File: src/source/snac_pkg.sv
// SNAC adapter shared definitions
package snac_pkg;

    // one player's pressed buttons, active high
    typedef logic [15:0] btn_word_t;

    // phase increment of the strobe accumulator
    typedef logic [31:0] step_t;

    // controller codes as seen on the settings pins
    typedef enum logic [4:0] {
        GC_DISABLED  = 5'd0,
        GC_DB15      = 5'd1,
        GC_NES       = 5'd2,
        GC_SNES      = 5'd3,
        GC_PCE_2BTN  = 5'd4,
        GC_DB15_FAST = 5'd9
    } gc_type_t;

    // which reader owns the pins
    typedef enum logic [1:0] {
        FAM_NONE,
        FAM_SERLATCH,
        FAM_PCE
    } gc_family_t;

    // sampled pad lines, configuration A
    typedef struct packed {
        logic in4;
        logic io3;
        logic io6;
        logic in7;
    } snac_in_t;

    // lines driven by the active reader
    typedef struct packed {
        logic out1;
        logic out2;
        logic io5;
    } snac_out_t;

    // polling rates in Hz, the strobe runs at twice these
    localparam int unsigned POLL_SERLATCH_NORMAL = 200_000;
    localparam int unsigned POLL_SERLATCH_FAST   = 400_000;
    localparam int unsigned POLL_SNES_COMPAT     = 50_000;
    localparam int unsigned POLL_PCE_NORMAL      = 40_000;

    // serial bits clocked out per scan
    localparam int SL_BITS_NES  = 8;
    localparam int SL_BITS_SNES = 16;
    localparam int SL_BITS_DB15 = 16;

    // pc engine button positions in btn_word_t
    localparam int PCE_BIT_UP     = 0;
    localparam int PCE_BIT_RIGHT  = 1;
    localparam int PCE_BIT_DOWN   = 2;
    localparam int PCE_BIT_LEFT   = 3;
    localparam int PCE_BIT_I      = 4;
    localparam int PCE_BIT_II     = 5;
    localparam int PCE_BIT_SELECT = 6;
    localparam int PCE_BIT_RUN    = 7;

    // step = 2^32 * 2 * poll / clk, rounded down
    function automatic step_t calc_step(input longint unsigned clk_hz,
                                        input longint unsigned poll_hz);
        longint unsigned num;
        num = (64'd1 << 33) * poll_hz;
        return step_t'(num / clk_hz);
    endfunction

endpackage

File: src/source/pce_reader.sv
// PC Engine pad reader
`timescale 1ns/10ps

module pce_reader
    import snac_pkg::*;
(
    input  logic       i_clk,
    input  logic       i_rst_n,
    input  logic       i_clear,
    input  logic       i_enable,
    input  logic       i_stb,
    input  logic [3:0] i_dat,
    output logic       o_clr,
    output logic       o_sel,
    output btn_word_t  o_p1,
    output logic       o_busy
);

    typedef enum logic [1:0] {
        PCE_IDLE,
        PCE_CLR,
        PCE_DIR,
        PCE_BTN
    } pce_state_t;

    pce_state_t state;
    logic       stb_en;
    logic [3:0] dir_q;
    btn_word_t  word;

    assign stb_en = i_stb & i_enable;

    // directions from the first nibble, buttons from the live one
    // upper byte unused by a 2-button pad
    always_comb begin
        word                 = '0;
        word[PCE_BIT_UP]     = dir_q[0];
        word[PCE_BIT_RIGHT]  = dir_q[1];
        word[PCE_BIT_DOWN]   = dir_q[2];
        word[PCE_BIT_LEFT]   = dir_q[3];
        word[PCE_BIT_I]      = ~i_dat[0];
        word[PCE_BIT_II]     = ~i_dat[1];
        word[PCE_BIT_SELECT] = ~i_dat[2];
        word[PCE_BIT_RUN]    = ~i_dat[3];
    end

    always_ff @(posedge i_clk or negedge i_rst_n) begin
        if (!i_rst_n) begin
            state  <= PCE_IDLE;
            dir_q  <= '0;
            o_p1   <= '0;
            o_busy <= 1'b0;
        end else if (i_clear) begin
            state  <= PCE_IDLE;
            dir_q  <= '0;
            o_p1   <= '0;
            o_busy <= 1'b0;
        end else begin
            case (state)
                PCE_IDLE: begin
                    o_busy <= 1'b0;
                    if (stb_en) begin
                        o_busy <= 1'b1;
                        state  <= PCE_CLR;
                    end
                end
                PCE_CLR: begin
                    // clr pulse resets the pad nibble selector
                    if (stb_en) begin
                        state <= PCE_DIR;
                    end
                end
                PCE_DIR: begin
                    // sel high, pad shows the d-pad
                    if (stb_en) begin
                        dir_q <= ~i_dat;
                        state <= PCE_BTN;
                    end
                end
                PCE_BTN: begin
                    // sel low, pad shows I, II, select, run
                    // sel goes back high as the word is written
                    if (stb_en) begin
                        o_p1  <= word;
                        state <= PCE_IDLE;
                    end
                end
                default: state <= PCE_IDLE;
            endcase
        end
    end

    assign o_clr = (state == PCE_CLR);
    // sel rests high only while this family owns the pins
    assign o_sel = i_enable & (state != PCE_BTN);

endmodule

File: src/source/serlatch_reader.sv
// Serial latch pad reader
`timescale 1ns/10ps

module serlatch_reader
    import snac_pkg::*;
(
    input  logic      i_clk,
    input  logic      i_rst_n,
    input  logic      i_clear,
    input  logic      i_enable,
    input  gc_type_t  i_mode,
    input  logic      i_stb,
    input  logic      i_dat1,
    input  logic      i_dat2,
    output logic      o_clk,
    output logic      o_clk2,
    output logic      o_lat,
    output btn_word_t o_p1,
    output btn_word_t o_p2,
    output logic      o_busy
);

    typedef enum logic [2:0] {
        SL_IDLE,
        SL_LATCH,
        SL_CLK_LOW,
        SL_CLK_HIGH,
        SL_DONE
    } sl_state_t;

    sl_state_t state;
    logic      stb_en;
    logic [3:0] bit_idx;
    logic [3:0] bit_last;
    btn_word_t cap1;
    btn_word_t cap2;

    // strobes are ignored while another family owns the pins
    assign stb_en = i_stb & i_enable;

    // index of the last bit for this pad type
    always_comb begin
        case (i_mode)
            GC_NES:  bit_last = 4'(SL_BITS_NES - 1);
            GC_SNES: bit_last = 4'(SL_BITS_SNES - 1);
            default: bit_last = 4'(SL_BITS_DB15 - 1);
        endcase
    end

    always_ff @(posedge i_clk or negedge i_rst_n) begin
        if (!i_rst_n) begin
            state   <= SL_IDLE;
            bit_idx <= '0;
            cap1    <= '0;
            cap2    <= '0;
            o_p1    <= '0;
            o_p2    <= '0;
            o_busy  <= 1'b0;
        end else if (i_clear) begin
            state   <= SL_IDLE;
            bit_idx <= '0;
            cap1    <= '0;
            cap2    <= '0;
            o_p1    <= '0;
            o_p2    <= '0;
            o_busy  <= 1'b0;
        end else begin
            case (state)
                SL_IDLE: begin
                    // busy drops one cycle after the words land
                    o_busy <= 1'b0;
                    if (stb_en) begin
                        o_busy  <= 1'b1;
                        cap1    <= '0;
                        cap2    <= '0;
                        bit_idx <= '0;
                        state   <= SL_LATCH;
                    end
                end
                SL_LATCH: begin
                    if (stb_en) begin
                        state <= SL_CLK_LOW;
                    end
                end
                SL_CLK_LOW: begin
                    // sample on the strobe that raises the clock
                    // pads pull low for a pressed button
                    if (stb_en) begin
                        cap1[bit_idx] <= ~i_dat1;
                        cap2[bit_idx] <= ~i_dat2;
                        state         <= SL_CLK_HIGH;
                    end
                end
                SL_CLK_HIGH: begin
                    if (stb_en) begin
                        if (bit_idx == bit_last) begin
                            state <= SL_DONE;
                        end else begin
                            bit_idx <= bit_idx + 4'd1;
                            state   <= SL_CLK_LOW;
                        end
                    end
                end
                SL_DONE: begin
                    // both players update on the same edge
                    if (stb_en) begin
                        o_p1  <= cap1;
                        o_p2  <= cap2;
                        state <= SL_IDLE;
                    end
                end
                default: state <= SL_IDLE;
            endcase
        end
    end

    // clock idles low, so the only rising edges are bit shifts
    assign o_lat  = (state == SL_LATCH);
    assign o_clk  = (state == SL_CLK_HIGH);
    // second clock line for player 2 wiring
    assign o_clk2 = o_clk;

endmodule

File: src/source/snac_adapter_top.sv
// SNAC adapter top level
`timescale 1ns/10ps

module snac_adapter_top
    import snac_pkg::*;
#(
    parameter int unsigned CLK_FREQ_HZ = 50_000_000
) (
    input  logic       i_clk,
    input  logic       i_rst_n,
    input  gc_type_t   i_game_cont_type,
    output btn_word_t  o_p1_btn_state,
    output btn_word_t  o_p2_btn_state,
    output logic       o_busy,
    output logic       o_cart_bk0_dir,
    input  logic [7:4] i_cart_bk0_in,
    output logic [7:6] o_cart_bk1_out_p76,
    output logic       o_cart_pin30_out,
    output logic       o_cart_pin30_dir,
    input  logic       i_cart_pin31_in,
    output logic       o_cart_pin31_dir
);

    gc_type_t   mode;
    gc_family_t family;
    step_t      step;
    logic       scan_clear;
    logic       stb;
    snac_in_t   pads;
    // serial reader lines
    logic       sl_clk;
    logic       sl_clk2;
    logic       sl_lat;
    btn_word_t  sl_p1;
    btn_word_t  sl_p2;
    logic       sl_busy;
    // pc engine reader lines
    logic       pce_clr;
    logic       pce_sel;
    btn_word_t  pce_p1;
    logic       pce_busy;
    snac_out_t  sl_out;
    snac_out_t  pce_out;

    // pin roles per reader, io5 unused by the pc engine pad
    assign sl_out  = '{out1: sl_clk, out2: sl_lat, io5: sl_clk2};
    assign pce_out = '{out1: pce_clr, out2: pce_sel, io5: 1'b0};

    snac_mode_ctrl #(
        .CLK_FREQ_HZ(CLK_FREQ_HZ)
    ) mode_ctrl_i (
        .i_clk(i_clk), .i_rst_n(i_rst_n), .i_game_cont_type(i_game_cont_type),
        .o_mode(mode), .o_family(family), .o_step(step), .o_scan_clear(scan_clear)
    );

    snac_strobe_gen strobe_gen_i (
        .i_clk(i_clk), .i_rst_n(i_rst_n), .i_clear(scan_clear),
        .i_step(step), .o_stb(stb)
    );

    // DB15, NES and SNES share the latch reader
    serlatch_reader serlatch_i (
        .i_clk(i_clk), .i_rst_n(i_rst_n), .i_clear(scan_clear),
        .i_enable(family == FAM_SERLATCH), .i_mode(mode), .i_stb(stb),
        .i_dat1(pads.io3), .i_dat2(pads.in7),
        .o_clk(sl_clk), .o_clk2(sl_clk2), .o_lat(sl_lat),
        .o_p1(sl_p1), .o_p2(sl_p2), .o_busy(sl_busy)
    );

    // data nibble D3..D0 = in7, io3, io6, in4
    pce_reader pce_i (
        .i_clk(i_clk), .i_rst_n(i_rst_n), .i_clear(scan_clear),
        .i_enable(family == FAM_PCE), .i_stb(stb),
        .i_dat({pads.in7, pads.io3, pads.io6, pads.in4}),
        .o_clr(pce_clr), .o_sel(pce_sel), .o_p1(pce_p1), .o_busy(pce_busy)
    );

    snac_port_mux port_mux_i (
        .i_clk(i_clk), .i_rst_n(i_rst_n), .i_family(family),
        .i_sl_out(sl_out), .i_pce_out(pce_out),
        .i_sl_p1(sl_p1), .i_sl_p2(sl_p2), .i_pce_p1(pce_p1),
        .i_sl_busy(sl_busy), .i_pce_busy(pce_busy),
        .i_cart_bk0_in(i_cart_bk0_in), .i_cart_pin31_in(i_cart_pin31_in),
        .o_pads(pads), .o_p1(o_p1_btn_state), .o_p2(o_p2_btn_state), .o_busy(o_busy),
        .o_cart_bk0_dir(o_cart_bk0_dir), .o_cart_bk1_out_p76(o_cart_bk1_out_p76),
        .o_cart_pin30_out(o_cart_pin30_out), .o_cart_pin30_dir(o_cart_pin30_dir),
        .o_cart_pin31_dir(o_cart_pin31_dir)
    );

endmodule

File: src/source/snac_mode_ctrl.sv
// Controller mode decode
`timescale 1ns/10ps

module snac_mode_ctrl
    import snac_pkg::*;
#(
    parameter int unsigned CLK_FREQ_HZ = 50_000_000
) (
    input  logic       i_clk,
    input  logic       i_rst_n,
    input  gc_type_t   i_game_cont_type,
    output gc_type_t   o_mode,
    output gc_family_t o_family,
    output step_t      o_step,
    output logic       o_scan_clear
);

    // strobe steps for each supported rate
    localparam step_t STEP_SL_NORMAL = calc_step(CLK_FREQ_HZ, POLL_SERLATCH_NORMAL);
    localparam step_t STEP_SL_FAST   = calc_step(CLK_FREQ_HZ, POLL_SERLATCH_FAST);
    localparam step_t STEP_SNES      = calc_step(CLK_FREQ_HZ, POLL_SNES_COMPAT);
    localparam step_t STEP_PCE       = calc_step(CLK_FREQ_HZ, POLL_PCE_NORMAL);

    gc_type_t type_legal;
    gc_type_t mode_q;
    logic     clear_q;

    // anything not supported falls back to disabled
    always_comb begin
        case (i_game_cont_type)
            GC_DB15, GC_DB15_FAST, GC_NES, GC_SNES, GC_PCE_2BTN: type_legal = i_game_cont_type;
            default: type_legal = GC_DISABLED;
        endcase
    end

    always_ff @(posedge i_clk or negedge i_rst_n) begin
        if (!i_rst_n) begin
            mode_q  <= GC_DISABLED;
            clear_q <= 1'b0;
        end else begin
            mode_q  <= type_legal;
            // high together with the new mode, for one cycle
            clear_q <= (type_legal != mode_q);
        end
    end

    // reader family and strobe rate per mode
    always_comb begin
        o_family = FAM_NONE;
        o_step   = '0;
        case (mode_q)
            GC_DB15: begin
                o_family = FAM_SERLATCH;
                o_step   = STEP_SL_NORMAL;
            end
            GC_DB15_FAST: begin
                o_family = FAM_SERLATCH;
                o_step   = STEP_SL_FAST;
            end
            GC_NES, GC_SNES: begin
                o_family = FAM_SERLATCH;
                o_step   = STEP_SNES;
            end
            GC_PCE_2BTN: begin
                o_family = FAM_PCE;
                o_step   = STEP_PCE;
            end
            default: begin
                o_family = FAM_NONE;
                o_step   = '0;
            end
        endcase
    end

    assign o_mode       = mode_q;
    assign o_scan_clear = clear_q;

endmodule

File: src/source/snac_port_mux.sv
// Cartridge port pin mux
`timescale 1ns/10ps

module snac_port_mux
    import snac_pkg::*;
(
    input  logic       i_clk,
    input  logic       i_rst_n,
    input  gc_family_t i_family,
    input  snac_out_t  i_sl_out,
    input  snac_out_t  i_pce_out,
    input  btn_word_t  i_sl_p1,
    input  btn_word_t  i_sl_p2,
    input  btn_word_t  i_pce_p1,
    input  logic       i_sl_busy,
    input  logic       i_pce_busy,
    input  logic [7:4] i_cart_bk0_in,
    input  logic       i_cart_pin31_in,
    output snac_in_t   o_pads,
    output btn_word_t  o_p1,
    output btn_word_t  o_p2,
    output logic       o_busy,
    output logic       o_cart_bk0_dir,
    output logic [7:6] o_cart_bk1_out_p76,
    output logic       o_cart_pin30_out,
    output logic       o_cart_pin30_dir,
    output logic       o_cart_pin31_dir
);

    snac_out_t out_sel;
    snac_out_t out_q;

    // active reader by family, idle lines low otherwise
    always_comb begin
        case (i_family)
            FAM_SERLATCH: begin
                out_sel = i_sl_out;
                o_p1    = i_sl_p1;
                o_p2    = i_sl_p2;
                o_busy  = i_sl_busy;
            end
            FAM_PCE: begin
                out_sel = i_pce_out;
                o_p1    = i_pce_p1;
                o_p2    = '0;
                o_busy  = i_pce_busy;
            end
            default: begin
                out_sel = '0;
                o_p1    = '0;
                o_p2    = '0;
                o_busy  = 1'b0;
            end
        endcase
    end

    always_ff @(posedge i_clk or negedge i_rst_n) begin
        if (!i_rst_n) begin
            o_pads <= '0;
            out_q  <= '0;
        end else begin
            // one sample register for both readers
            o_pads <= '{in4: i_cart_bk0_in[7], io3: i_cart_bk0_in[4],
                        io6: i_cart_pin31_in, in7: i_cart_bk0_in[5]};
            out_q  <= out_sel;
        end
    end

    // configuration A: bank1[7:6] = out2, out1 and pin30 = io5
    assign o_cart_bk1_out_p76 = {out_q.out2, out_q.out1};
    assign o_cart_pin30_out   = out_q.io5;
    // bank0 and pin31 are inputs, pin30 an output
    assign o_cart_bk0_dir     = 1'b0;
    assign o_cart_pin30_dir   = 1'b1;
    assign o_cart_pin31_dir   = 1'b0;

endmodule

File: src/source/snac_strobe_gen.sv
// Fractional strobe generator
`timescale 1ns/10ps

module snac_strobe_gen
    import snac_pkg::*;
(
    input  logic  i_clk,
    input  logic  i_rst_n,
    input  logic  i_clear,
    input  step_t i_step,
    output logic  o_stb
);

    // bit 32 holds the carry of the last add
    logic [32:0] phase;

    always_ff @(posedge i_clk or negedge i_rst_n) begin
        if (!i_rst_n) begin
            phase <= '0;
        end else if (i_clear) begin
            // restart the phase on a mode change
            phase <= '0;
        end else begin
            // carry is dropped before the next add
            phase <= {1'b0, phase[31:0]} + {1'b0, i_step};
        end
    end

    // one cycle high after each wrap
    // a zero step never wraps
    assign o_stb = phase[32];

endmodule

File: config.mk
export PLATFORM = sky130hd
export DESIGN_NAME = snac_adapter_top
export DESIGN_NICKNAME = d
export VERILOG_FILES = /design/src/source/snac_pkg.sv /design/src/source/pce_reader.sv /design/src/source/serlatch_reader.sv /design/src/source/snac_adapter_top.sv /design/src/source/snac_mode_ctrl.sv /design/src/source/snac_port_mux.sv /design/src/source/snac_strobe_gen.sv
export SDC_FILE = /design/constraint.sdc
export NUM_CORES = 1
export LEC_CHECK = 0
export BUFFER_PORTS_ARGS = -buffer_cell sky130_fd_sc_hd__buf_2
export CAP_MARGIN = 10
export CORE_UTILIZATION = 49
export CTS_BUF_LIST = sky130_fd_sc_hd__clkbuf_4 sky130_fd_sc_hd__clkbuf_8
export CTS_CLUSTER_DIAMETER = 120
export DETAILED_ROUTE_END_ITERATION = 10
export GPL_TIMING_DRIVEN = 1
export PLACE_DENSITY = 0.72
export SLEW_MARGIN = 20
export SYNTH_ARGS = -nofsm -noshare
export SYNTH_HDL_FRONTEND = slang
export SYNTH_SLANG_ARGS = --single-unit
export TNS_END_PERCENT = 50
File: constraint.sdc
create_clock -name i_clk -period 7.12 [get_ports i_clk]
set_clock_uncertainty 0.15 [all_clocks]
set_input_delay 0 -clock i_clk [delete_from_list [all_inputs] [get_ports i_clk]]
set_output_delay 0 -clock i_clk [all_outputs]
set_load 0.005 [all_outputs]
=== Yosys cells after proc, flatten, opt, wreduce, memory -nomap -nowiden ===
Cells that the tools add are included.

* Input port bits: 12
* Logic and storage cells: 144
* Flip-flop bits (word level): 141

* Order comparisons: 2
* Reductions and logical operators: 22
* $add $sub $neg: 2
* Equality and inequality tests: 32
* Muxes and demuxes: 57
* Bitwise logic cells: 8

{| class="wikitable"
|+ Operators by type and width
! cell !! number
|-
| two-way mux 16 bit || 15
|-
| one-hot mux 27 bit (4 select lines) || 1
|-
| one-hot mux 16 bit (2 select lines) || 3
|-
| adder 32 x 27 -> 33 bit || 1
|-
| two-way mux 33 bit || 1
|-
| bitwise mux 16 bit || 2
|-
| two-way mux 4 bit || 8
|-
| two-way mux 3 bit || 7
|-
| equality test 5 x 2 -> 1 bit (second input constant) || 4
|-
| != test 3 x 2 -> 1 bit (second input constant) || 6
|-
| one-hot mux 3 bit (5 select lines) || 1
|-
| nonzero test 2 bit || 7
|-
| equality test 5 x 1 -> 1 bit (second input constant) || 2
|-
| equality test 5 x 3 -> 1 bit (second input constant) || 2
|-
| equality test 5 x 4 -> 1 bit (second input constant) || 2
|-
| two-way mux 2 bit || 5
|-
| != test 3 bit (second input constant) || 3
|-
| one-hot mux 2 bit (4 select lines) || 1
|-
| one-hot mux 4 bit (2 select lines) || 1
|-
| AND reduction 4 bit || 2
|-
| two-way mux 1 bit || 7
|-
| equality test 2 bit (second input constant) || 3
|-
| equality test 3 x 2 -> 1 bit (second input constant) || 2
|-
| one-hot mux 3 bit (2 select lines) || 1
|-
| other kinds (27) || 36
|}

=== Logic depth before layout (Yosys ltp) ===
Gate-level depths: netlist of the first run.

* Word-level depth: 8
* Mapped depth: 18
* Depth with buffers taken out: 15

=== Modules after synthesis ===
From an unflattened synthesis of the first run, not the netlist that was laid out.

* Cell total of the unflattened synthesis: 879
* Area total of the unflattened synthesis: 7962.6 um2

{| class="wikitable"
|+ By module, submodules not included
! module !! cells each !! area an instance (um2) !! seq. area each (um2) !! times used
|-
| serlatch_reader || 348 || 3268.1 || 1801.7 || 1
|-
| snac_strobe_gen || 305 || 2662.6 || 825.8 || 1
|-
| pce_reader || 82 || 799.5 || 375.4 || 1
|-
| snac_port_mux || 80 || 703.2 || 175.2 || 1
|-
| snac_mode_ctrl || 61 || 510.5 || 150.1 || 1
|-
| snac_adapter_top || 3 || 18.8 || 0.0 || 1
|}

=== Worst setup path after synthesis of the first run ===
No wires, ideal clock.

* Path type: reg-to-reg
* Start point: register mode_ctrl_i.mode_q[2], in the netlist mode_ctrl_i.o_mode[2]
* End point: register strobe_gen_i.phase[23]
* Stages on the path, launching flop included: 15
* Data arrival time: 3176 ps
* Buffers on the path: 2
* Setup slack: 3669 ps
* Required time: 6845 ps
* Period minus slack after synthesis: 3451 ps
* Cells stage by stage: dfrtp_1 > clkbuf_4 > or4b_1 > nand2_1 > ha_1 > clkbuf_1 > nand2b_1 > or4_1 > a32oi_1 > o211ai_1 > a21boi_2 > o21bai_2 > nand2_4 > a31oi_2 > mux2_4

* Longest elaborated chain between the ends: 5
* Elaborated cells between the ends (all ways): 9
* Classes of those cells: add/sub: 1; eq/ne: 5; mux: 2; reduce/logical: 1

{| class="wikitable"
|+ RTL lines
! element !! line !! source
|-
| start: declaration || snac_mode_ctrl.sv:25 || <nowiki>gc_type_t mode_q;</nowiki>
|-
| start signal: assignment || snac_mode_ctrl.sv:41 || <nowiki>mode_q <= type_legal;</nowiki>
|-
| equality test 5 x 2 -> 1 bit || snac_mode_ctrl.sv:51 || <nowiki>case (mode_q)</nowiki>
|-
| OR reduction 2 bit || snac_mode_ctrl.sv:51 ||
|-
| one-hot mux 27 bit (4 select lines) * || snac_mode_ctrl.sv:51 ||
|-
| adder 32 x 27 -> 33 bit * || snac_strobe_gen.sv:25 || <nowiki>phase <= {1'b0, phase[31:0]} + {1'b0, i_step};</nowiki>
|-
| two-way mux 33 bit * || snac_strobe_gen.sv:20 || <nowiki>end else if (i_clear) begin</nowiki>
|-
| end signal: assignment || snac_strobe_gen.sv:25 ||
|-
| end: declaration || snac_strobe_gen.sv:15 || <nowiki>logic [32:0] phase;</nowiki>
|}

Every way passes the cells marked *; elsewhere a longest branch is shown, timed or not.
A chain may end at the register's enable or synchronous reset.

=== Worst setup path in the final report of the first run ===
* Start point: register mode_ctrl_i.mode_q[2], in the netlist mode_ctrl_i.o_mode[2]
* End point: register strobe_gen_i.phase[20]

The elaborated chain is that of the path after synthesis.

==> results of run 1 <==
registers in the layout, indices dropped and copies added (netlist names), 3 cells and up:
signal and count:
serlatch_i.state 3, strobe_gen_i.phase 33, pce_i.dir_q 4, mode_ctrl_i.o_mode 5
serlatch_i.bit_idx 4, serlatch_i.o_p2 16, port_mux_i.o_pads 4, serlatch_i.cap1 16
serlatch_i.cap2 16, pce_i.o_p1 8, serlatch_i.o_p1 16
worst paths after layout:
kind                                          end  slack, ps  cells after the start
max                        strobe_gen_i.phase[20]       3270                     13
min                         mode_ctrl_i.o_mode[0]         -3                      2
max reg2reg                strobe_gen_i.phase[20]       3270                     13
min reg2reg                         pce_i.o_p1[5]        310                      1
max in group asynchronous    port_mux_i.o_pads[1]       5610                      3
min in group i_clk           port_mux_i.o_pads[2]         30                      2
placed cells by master (no fill, tap or decap), types with 4 or more instances in the layout:
cell / Yosys / final
nand2_1: 133 / 133
dfrtp_1: 133 / 132
a21oi_1: 78 / 78
nor2_1: 72 / 71
o21ai_0: 64 / 64
buf_2: 2 / 45
ha_1: 32 / 32
and2_1: 27 / 27
nand3_1: 26 / 26
nor2b_1: 21 / 21
clkbuf_8: 0 / 18
inv_1: 17 / 17
a21o_1: 17 / 17
xnor2_1: 17 / 17
xor2_1: 14 / 14
nor3_1: 13 / 13
dlygate4sd3_1: 0 / 13
nand2b_1: 12 / 12
a22oi_1: 9 / 9
a31oi_1: 7 / 7
and3_1: 6 / 6
buf_4: 3 / 6
nor3b_1: 5 / 5
o211ai_1: 5 / 5
a211oi_1: 5 / 5
o21a_1: 4 / 4
nor3_2: 4 / 4
nor4_1: 4 / 4
nand4_1: 4 / 4
mux2_4: 4 / 4
conb_1: 2 / 4
inv_6: 0 / 4
bufinv_16: 0 / 4
per-layer routing:
layer / share of wire / global-route usage / vias up
li1: - / - / 3026
met1: 0.50 / 0.320 / 2999
met2: 0.45 / 0.341 / 124
met3: 0.043 / 0.0430 / 13
met4: 0.0086 / 0.0574 / 0
met5: 0 / 0 / -
layout make-up:
class                   count  area, um^2
repair buffers             65         412
clock inverters            13         195
well taps                 188         235
inverters                  17        63.8
flip-flops and latches    133        3330
clock buffers              18         248
fillers                  1349        6730
multi-input cells         655        3990
power by group:
group          total (mW)  leakage (nW)  internal [mW]  switching [mW]
Combinational      0.0928          1.88         0.0283          0.0645
Sequential          0.774          1.84          0.762          0.0120
Clock               0.712         0.213          0.394           0.318
Total                1.58          3.93           1.18           0.395
critical path: cells and delay by family (launching register included):
| family | cells | cell delay [ps] |
|---|---|---|
| compound gates | 5 | 1100 |
| fa+ha+maj | 1 | 380 |
| simple gates | 6 | 1270 |
| flops | 1 | 650 |
| xor+xnor | 1 | 180 |
metrics by stage:
step / cells / setup WS [ps]
3_3_place_gp: 1045 / 3370
6_report: 1089 / 3270
2_1_floorplan: 860 / 3670
5_1_grt: 1089 / 2960
4_1_cts: 1089 / 3280
3_5_place_dp: 1045 / 3330
cell families after synthesis:
kind of cell | after synthesis | share of synthesized area
and+or+nand+nor | 351 | 0.226
AOI/OAI and AO/OA | 225 | 0.189
DFF | 133 | 0.437
buffers and inverters | 72 | 0.0398
adders and majority gates | 36 | 0.0580
xor gates and xnor gates | 31 | 0.0357
muxes | 8 | 0.0133
other | 2 | 0.000986
==> flow_summary_export.csv, run 1 <==
group,metric,value,unit
finish,area_growth_syn_to_layout,11.3,%
setup_path,cp-start-kind,"flop",
floorplanning,pin_count,51,
synth,synthCells,858,
synth,synth_enable_flop_cells,0,
synth,ys_warn_count,0,
power_and_ir_drop,p_total,1.58,mW
placement,dp_hpwl,11.0,mm
timing,finalHoldViolCount,6,
clocking,h-tree-depth,4,
route,dr.pass1.iters,5,
floorplanning,rows,45,
grt,globalRouteOverflowTotal,0,
setup_path,cp_slowest_stage_delay,650,ps
clocking,cts_buffers,17,
status,status,"finished with violations",
floorplanning,die_h,127,um
synth,synthArstFlopShare,1.00,
timing,whs,-3.44,ps
clocking,ctsHoldBuffers,13,
floorplanning,start_util,0.501,
setup_path,crit_slowest_cell,"dfrtp_1",
grt,grt_pass1_vias,5765,
clocking,post_cts_buffers,0,
finish,fin_util,0.558,
timing,setup_violations,0,
placement,io_buffers,46,
status,failed_checks,"negative hold slack",
route,routedWlPerCell,15.5,um
finish,num_antenna_cells,0,
grt,antenna_found_initial,0,
route,via_count,6162,
grt,grt_pass1_wl,28.4,mm
power_and_ir_drop,power.density,186,nW/um^2
timing,rsz0062_at_grt,"no",
clocking,clock_latency,450,ps
synth,netlist_top_cells_count,"dfrtp_1 (133), nand2_1 (133), a21oi_1 (78), nor2_1 (72), o21ai_0 (64)",
synth,yosysTopAreaCellShare,0.437,
finish,final_area,8480,um^2
clocking,path_clk_slew,80,ps
power_and_ir_drop,vdd_drop_max,133,uV
placement,place_congestion,0.868,
setup_path,crit_required,7290,ps
floorplanning,dieArea,16000,um^2
setup_path,crit_path_end_kind,"flop",
route,viasPerCell,5.66,
clocking,cts_tree,"built",
finish,drive_gt1_frac,0.135,
clocking,cts_sinks,133,
synth,synth_top_cell_by_area,"dfrtp_1",
setup_path,crit_top_cell,"nor3b_1",
floorplanning,die_x,127,um
timing,finalCritPeriodShare,0.541,
floorplanning,core_area,15200,um^2
placement,placed_area,7900,um^2
setup_path,worstPathCellList,"nor3b_1 -> nand2_1 -> o21ai_0 -> ha_1 -> a31o_2 -> a21oi_1 -> nor4bb_1 -> o211ai_1 -> o211a_1 -> nor3b_1 -> nor3_1 -> xor2_1 -> nor2_1",
timing,relSlewSlack,0.501,
timing,tightestPinTransition,749,ps
synth,ys_top_cells_by_area,"dfrtp_1 (44%), nand2_1 (6.6%), ha_1 (5.3%)",
clocking,cts_resized,0,
synth,synth.ff_latch_count,133,
synth,ys_seq_area_frac,0.437,
finish,nets,933,
timing,fmaxAchievable,0.259,GHz
synth,avgSynthCellArea,8.87,um^2
setup_path,crit_start,"mode_ctrl_i.o_mode[2]",
setup_path,worstPathMaxFanout,15,
route,antenna_left,0,
clocking,cts_max_path_buffers,2,
min_path,worst_hold_path_type,"input port to async pin",
route,wl,16.9,mm
synth,yosysUniqueCellTypes,75,
setup_path,r2r-start,"mode_ctrl_i.o_mode[2]",
timing,slew_violations,0,
job,maxCapViolations,0,
timing,final.min_clock_period,3850,ps
setup_path,cp.arrival,4020,ps
synth,syn_area,7610,um^2
grt,grt_max_degree,77,
power_and_ir_drop,static-leakage-power,3.93,nW
route,drcViolationCount,0,
setup_path,path_class,"flop to flop",
grt,grt_usage,0.221,
timing,tns,0,ps
clocking,cts_root_buffer,"clkbuf_8",
synth,synthFlopType,"dfrtp_1",
route,drt_iter0_drc,496,
Power figures use the tool's default switching activity.
==> run 2, diff against run 1 <==
==> constraint.sdc (replaced) <==
create_clock -name i_clk -period 3.82 [get_ports i_clk]
set_clock_uncertainty 0.15 [all_clocks]
set_input_delay 0 -clock i_clk [delete_from_list [all_inputs] [get_ports i_clk]]
set_output_delay 0 -clock i_clk [all_outputs]
set_load 0.005 [all_outputs]
==> run 2 against run 1 <==
Net effect:
- fmax increased by 8.4%
- worst setup slack worse by 3000 ps
- the run now ends clean
- global-route usage up 0.54 points
- largest power group unchanged
- via count up 0.78%
- power increased by 77%
==> flow_summary_export.csv, run 2 (synthesized netlist as in run 1, its figures left out) <==
group,metric,value,unit
timing,slew_violations,0,
finish,nets,943,
finish,area_growth_syn_to_layout,12.5,%
power_and_ir_drop,static-leakage-power,3.98,nW
grt,globalRouteOverflowTotal,0,
floorplanning,die_x,127,um
floorplanning,core_area,15200,um^2
setup_path,crit_path_end_kind,"flop",
timing,setup_slack,264,ps
finish,fill_cells,1343,
timing,fmaxAchievable,0.281,GHz
finish,final_cell_mix,"nand2_1 (132), dfrtp_1 (128), a21oi_1 (78)",
timing,setup_violations,0,
finish,multiInputGateArea,4030,um^2
clocking,h-tree-depth,4,
min_path,worst_hold_path_type,"input port to flop",
floorplanning,die_h,127,um
finish,final_common_cell,"nand2_1",
timing,tns,0,ps
min_path,hold_depth,2,
floorplanning,start_util,0.501,
grt,grt_pass1_wl,29.0,mm
route,routedWlPerCell,15.7,um
power_and_ir_drop,internal_power,2.10,mW
clocking,clock_latency,450,ps
finish,final_area,8560,um^2
route,drt_iter0_drc,474,
grt,grt_pass1_vias,5700,
job,maxCapViolations,0,
clocking,cts_buffers,17,
placement,place_congestion,0.845,
route,dr.pass1.iters,4,
power_and_ir_drop,vdd_drop_max,225,uV
grt,antenna_found_initial,0,
status,status,"complete, no violations",
floorplanning,rows,45,
finish,seq_area,3330,um^2
timing,tightestPinTransition,675,ps
power_and_ir_drop,switchingPower,0.703,mW
setup_path,r2r-start,"mode_ctrl_i.o_mode[3]",
setup_path,crit_required,4010,ps
clocking,cts_root_buffer,"clkbuf_8",
setup_path,cp.arrival,3740,ps
power_and_ir_drop,p_clk_frac,0.420,
finish,largest_register_ffs,33,
timing,final.min_clock_period,3560,ps
timing,finalCritPeriodShare,0.931,
setup_path,reg2reg_to,"strobe_gen_i.phase[22]",
clocking,path_clk_slew,80,ps
setup_path,rr_worst_depth,11,
power_and_ir_drop,power.density,327,nW/um^2
floorplanning,pin_count,51,
placement,post-place-ws,243,ps
route,antenna_left,0,
setup_path,rrSetupSlack,260,ps
placement,io_buffers,46,
clocking,cts_tree,"built",
timing,whs,41.1,ps
route,via_count,6210,
timing,relSlewSlack,0.550,
setup_path,worstPathMaxFanout,12,
route,viasPerCell,5.65,
finish,top_register,"strobe_gen_i.phase",
finish,num_antenna_cells,0,
min_path,holdPathEnd,"port_mux_i.o_pads[2]",
clocking,cts_sinks,133,
power_and_ir_drop,pwr-share-seq,0.516,
setup_path,path_class,"flop to flop",
power_and_ir_drop,swShare,0.251,
setup_path,cp-start-kind,"flop",
route,drcViolationCount,0,
min_path,hold_start,"i_cart_bk0_in[4]",
floorplanning,dieArea,16000,um^2
clocking,cts_max_path_buffers,2,
timing,finalHoldViolCount,0,
grt,grt_max_degree,63,
placement,placed_area,7960,um^2
placement,dp_hpwl,11.3,mm
finish,drive_gt1_frac,0.155,
route,wl,17.3,mm
power_and_ir_drop,combPwrFrac,0.064,
grt,grt_usage,0.227,
run 2: cell types whose count changed in the layout (fill, tap and decap cells not counted), moves of 2 or more:
cell / change
buf_4: +8
clkbuf_4: +3
dfrtp_2: +4
dfrtp_1: -4
inv_6: -2
bufinv_16: -2
clkinv_2: +3
run 2: per-stage QoR:
step            util  power [mW]  std cells
5_1_grt        0.563        2.91       1100
4_1_cts        0.560        2.83       1099
3_5_place_dp   0.523        1.64       1052
3_3_place_gp   0.523        1.64       1052
2_1_floorplan      -        1.57        860
6_report       0.563        2.80       1100
run 2: final cells by class:
class | instances | area share
Timing Repair Buffer | 75 | 0.0595
Sequential cell | 133 | 0.389
Tap cell | 188 | 0.0275
Clock inverter | 11 | 0.0146
Clock buffer | 21 | 0.0316
Multi-Input combinational cell | 655 | 0.470
Inverter | 17 | 0.00745
run 2: critical path, cell delays in order (launching register included):
cell and delay [ps]:
dfrtp_2 500, or2_1 300, nor3_2 440, xor2_1 130
ha_1 260, o32ai_2 360, o21ai_2 130, maj3_2 350
a21o_4 260, a21boi_4 180, o21bai_2 80, mux2_4 290
run 2: power groups by stage:
stage	Combinational [mW]	Sequential, mW	Clock, mW
2_1_floorplan	0.118	1.46	0
3_3_place_gp	0.163	1.47	0
3_5_place_dp	0.166	1.47	0
4_1_cts	0.180	1.45	1.20
5_1_grt	0.203	1.45	1.26
6_report	0.180	1.45	1.18
run 2: repair_timing:
action                                 CTS  global route
setup endpoints to repair                0             5
endpoints found under the hold margin  102             0
hold buffers                            15             0
gates resized for setup                  0            11
buffers inserted                         0             1
run 2: per-layer routing:
metal	vias to the layer above	global-route usage	share of wire	wire length (um)
li1	3057	-	-	-
met4	0	0.0735	0.013	218
met5	-	0	0	0
met2	139	0.344	0.45	7830
met1	2991	0.331	0.49	8540
met3	23	0.0363	0.041	705
run 2: worst max-delay path by stage:
stage,start,to,depth (start not counted)
global route,mode_ctrl_i.o_mode[0],strobe_gen_i.phase[20],14
floorplan,mode_ctrl_i.o_mode[2],strobe_gen_i.phase[23],14
CTS,mode_ctrl_i.o_mode[3],strobe_gen_i.phase[20],12
finish,mode_ctrl_i.o_mode[3],strobe_gen_i.phase[22],11
detailed placement,mode_ctrl_i.o_mode[3],strobe_gen_i.phase[20],12
global placement,mode_ctrl_i.o_mode[3],strobe_gen_i.phase[28],12
==> run 3, diff against run 2 <==
--- a/config.mk
+++ b/config.mk
@@ -7,12 +7,13 @@
 export LEC_CHECK = 0
 export BUFFER_PORTS_ARGS = -buffer_cell sky130_fd_sc_hd__buf_2
 export CAP_MARGIN = 10
-export CORE_UTILIZATION = 49
-export CTS_BUF_LIST = sky130_fd_sc_hd__clkbuf_4 sky130_fd_sc_hd__clkbuf_8
+export CELL_PAD_IN_SITES_DETAIL_PLACEMENT = 1
+export CELL_PAD_IN_SITES_GLOBAL_PLACEMENT = 1
+export CORE_UTILIZATION = 47
 export CTS_CLUSTER_DIAMETER = 120
 export DETAILED_ROUTE_END_ITERATION = 10
 export GPL_TIMING_DRIVEN = 1
-export PLACE_DENSITY = 0.72
+export PLACE_DENSITY = 0.86
 export SLEW_MARGIN = 20
 export SYNTH_ARGS = -nofsm -noshare
 export SYNTH_HDL_FRONTEND = slang
==> run 3 against run 2 <==
Net effect:
- die area rose by 4.2%
- core utilization down 0.91 points
- register-to-register slack got worse by 90 ps
- clock-buffer cell count shrank 4
- combinational power up 6%
- sequential share of layout area decreased by 0.92 points
- routed wire length up 30%
- final cell count is 2.6% higher
- hold slack better by 27 ps
- critical path type unchanged
- critical endpoint is now strobe_gen_i.phase[28]
- largest cell class unchanged
==> flow_summary_export.csv, run 3 (synthesized netlist as in run 1, its figures left out) <==
group,metric,value,unit
clocking,cts_max_path_buffers,2,
finish,final_area,8770,um^2
setup_path,r2r-start,"mode_ctrl_i.o_mode[4]",
placement,post-place-ws,163,ps
timing,final.min_clock_period,3650,ps
grt,grt_use_met1,0.351,
floorplanning,die_x,129,um
clocking,cts_root_buffer,"clkbuf_16",
timing,whs,68.1,ps
setup_path,crit_required,3980,ps
setup_path,worstPathMaxFanout,12,
grt,globalRoute.busiestLayer,"met2",
grt,globalRouteOverflowTotal,0,
clocking,cts_buffers,17,
finish,final_cell_mix,"nand2_1 (132), dfrtp_1 (128), a21oi_1 (78)",
finish,num_antenna_cells,0,
route,dr.pass1.iters,4,
placement,io_buffers,46,
power_and_ir_drop,combPwrFrac,0.059,
power_and_ir_drop,vdd_drop_max,343,uV
job,maxCapViolations,0,
power_and_ir_drop,p_clk_frac,0.492,
placement,placed_area,7980,um^2
grt,grt_usage,0.274,
setup_path,worstPathCellList,"nor2_1 -> nand3b_1 -> buf_4 -> nor2_2 -> ha_1 -> and3_1 -> a32oi_1 -> a21oi_1 -> a21oi_1 -> o21a_1 -> and2_1 -> a21boi_2 -> mux2_4",
min_path,holdPathEnd,"port_mux_i.o_pads[1]",
power_and_ir_drop,switchingPower,0.884,mW
finish,area_growth_syn_to_layout,15.2,%
clocking,h-tree-depth,4,
setup_path,crit_slowest_cell,"dfrtp_2",
clocking,path_clk_slew,70,ps
setup_path,crit_top_cell,"a21oi_1",
power_and_ir_drop,swShare,0.274,
power_and_ir_drop,power.density,368,nW/um^2
grt,use_met3,0.0504,
floorplanning,dieArea,16700,um^2
timing,finalHoldViolCount,0,
finish,largest_register_ffs,33,
floorplanning,pin_count,51,
placement,place_congestion,0.839,
setup_path,rr_worst_depth,13,
route,routedWlPerCell,19.9,um
timing,setup_violations,0,
power_and_ir_drop,static-leakage-power,4.05,nW
timing,relSlewSlack,0.427,
route,viasPerCell,5.89,
status,status,"complete, no violations",
min_path,worst_hold_path_type,"input port to flop",
finish,final_common_cell,"nand2_1",
timing,tns,0,ps
min_path,hold_depth,2,
timing,slew_violations,0,
timing,fmaxAchievable,0.274,GHz
setup_path,path_class,"flop to flop",
setup_path,cp.arrival,3810,ps
setup_path,cp_slowest_stage_delay,500,ps
setup_path,rrSetupSlack,170,ps
grt,antenna_found_initial,0,
route,drt_iter0_drc,376,
route,wl,22.4,mm
floorplanning,die_h,129,um
grt,grt_use_met2,0.459,
power_and_ir_drop,pwr-share-seq,0.449,
timing,setup_slack,174,ps
clocking,cts_tree,"built",
floorplanning,start_util,0.481,
finish,nets,944,
route,via_count,6645,
route,drcViolationCount,0,
grt,grt_pass1_wl,35.4,mm
setup_path,crit_start,"mode_ctrl_i.o_mode[4]",
timing,finalCritPeriodShare,0.954,
setup_path,reg2reg_to,"strobe_gen_i.phase[28]",
route,antenna_left,0,
setup_path,crit_path_end_kind,"flop",
power_and_ir_drop,internal_power,2.34,mW
min_path,hold_start,"i_cart_pin31_in",
setup_path,cp-start-kind,"flop",
clocking,clock_latency,430,ps
finish,top_register,"strobe_gen_i.phase",
floorplanning,core_area,15800,um^2
timing,tightestPinTransition,856,ps
grt,grt_pass1_vias,6843,
grt,grt_max_degree,107,
placement,dp_hpwl,13.6,mm
clocking,cts_sinks,133,
floorplanning,rows,46,
finish,drive_gt1_frac,0.157,
-- run 3: area by class of cell --
class | count | area, um^2
sequential | 133 | 3330
clock inverter | 15 | 139
fill | 1833 | 7060
timing repair buffer | 76 | 517
clock buffer | 17 | 425
multi-input combinational | 655 | 4020
inverter | 17 | 63.8
tap | 216 | 270
-- run 3: worst max path at each step --
stage,slack [ps],depth (start not counted),end
2_1_floorplan,370,14,strobe_gen_i.phase[23]
3_3_place_gp,260,14,strobe_gen_i.phase[28]
4_1_cts,100,14,strobe_gen_i.phase[20]
5_1_grt,-110,15,strobe_gen_i.phase[20]
6_report,170,13,strobe_gen_i.phase[28]
3_5_place_dp,160,12,strobe_gen_i.phase[20]
-- run 3: critical path, delay by kind of cell, from the launching register on --
family	cells	cell delay, ps
AND/OR/NAND/NOR	5	1130
AO/OA/AOI/OAI	5	890
flip-flops	1	500
adder cells (fa/ha/maj)	1	360
multiplexers	1	290
buffers and inverters	1	190
-- run 3: routing by layer --
layer,wire length (um),vias up
met5,0,-
met4,517,0
met3,888,49
met2,11100,162
met1,9890,3382
li1,-,3052
-- run 3: power groups by stage --
stage | logic [mW] | clock network, mW | registers, mW
2_1_floorplan | 0.118 | 0 | 1.46
3_3_place_gp | 0.165 | 0 | 1.47
3_5_place_dp | 0.171 | 0 | 1.47
4_1_cts | 0.182 | 1.60 | 1.45
5_1_grt | 0.213 | 1.65 | 1.45
6_report | 0.190 | 1.59 | 1.45
-- run 3: stage by stage --
| step | instances | utilization | total power [mW] |
|---|---|---|---|
| after floorplan | 860 | - | 1.57 |
| after global placement | 1079 | 0.504 | 1.64 |
| after detailed placement | 1079 | 0.504 | 1.64 |
| after CTS | 1124 | 0.548 | 3.23 |
| after global routing | 1129 | 0.554 | 3.32 |
| final | 1129 | 0.554 | 3.23 |
-- run 3: timing repair --
action / 4_1_cts / 5_1_grt
setup buffers: 0 / 3
gates resized for setup: 0 / 12
setup endpoints to repair: 0 / 14
hold buffers: 13 / 1
hold endpoints to repair: 114 / 27
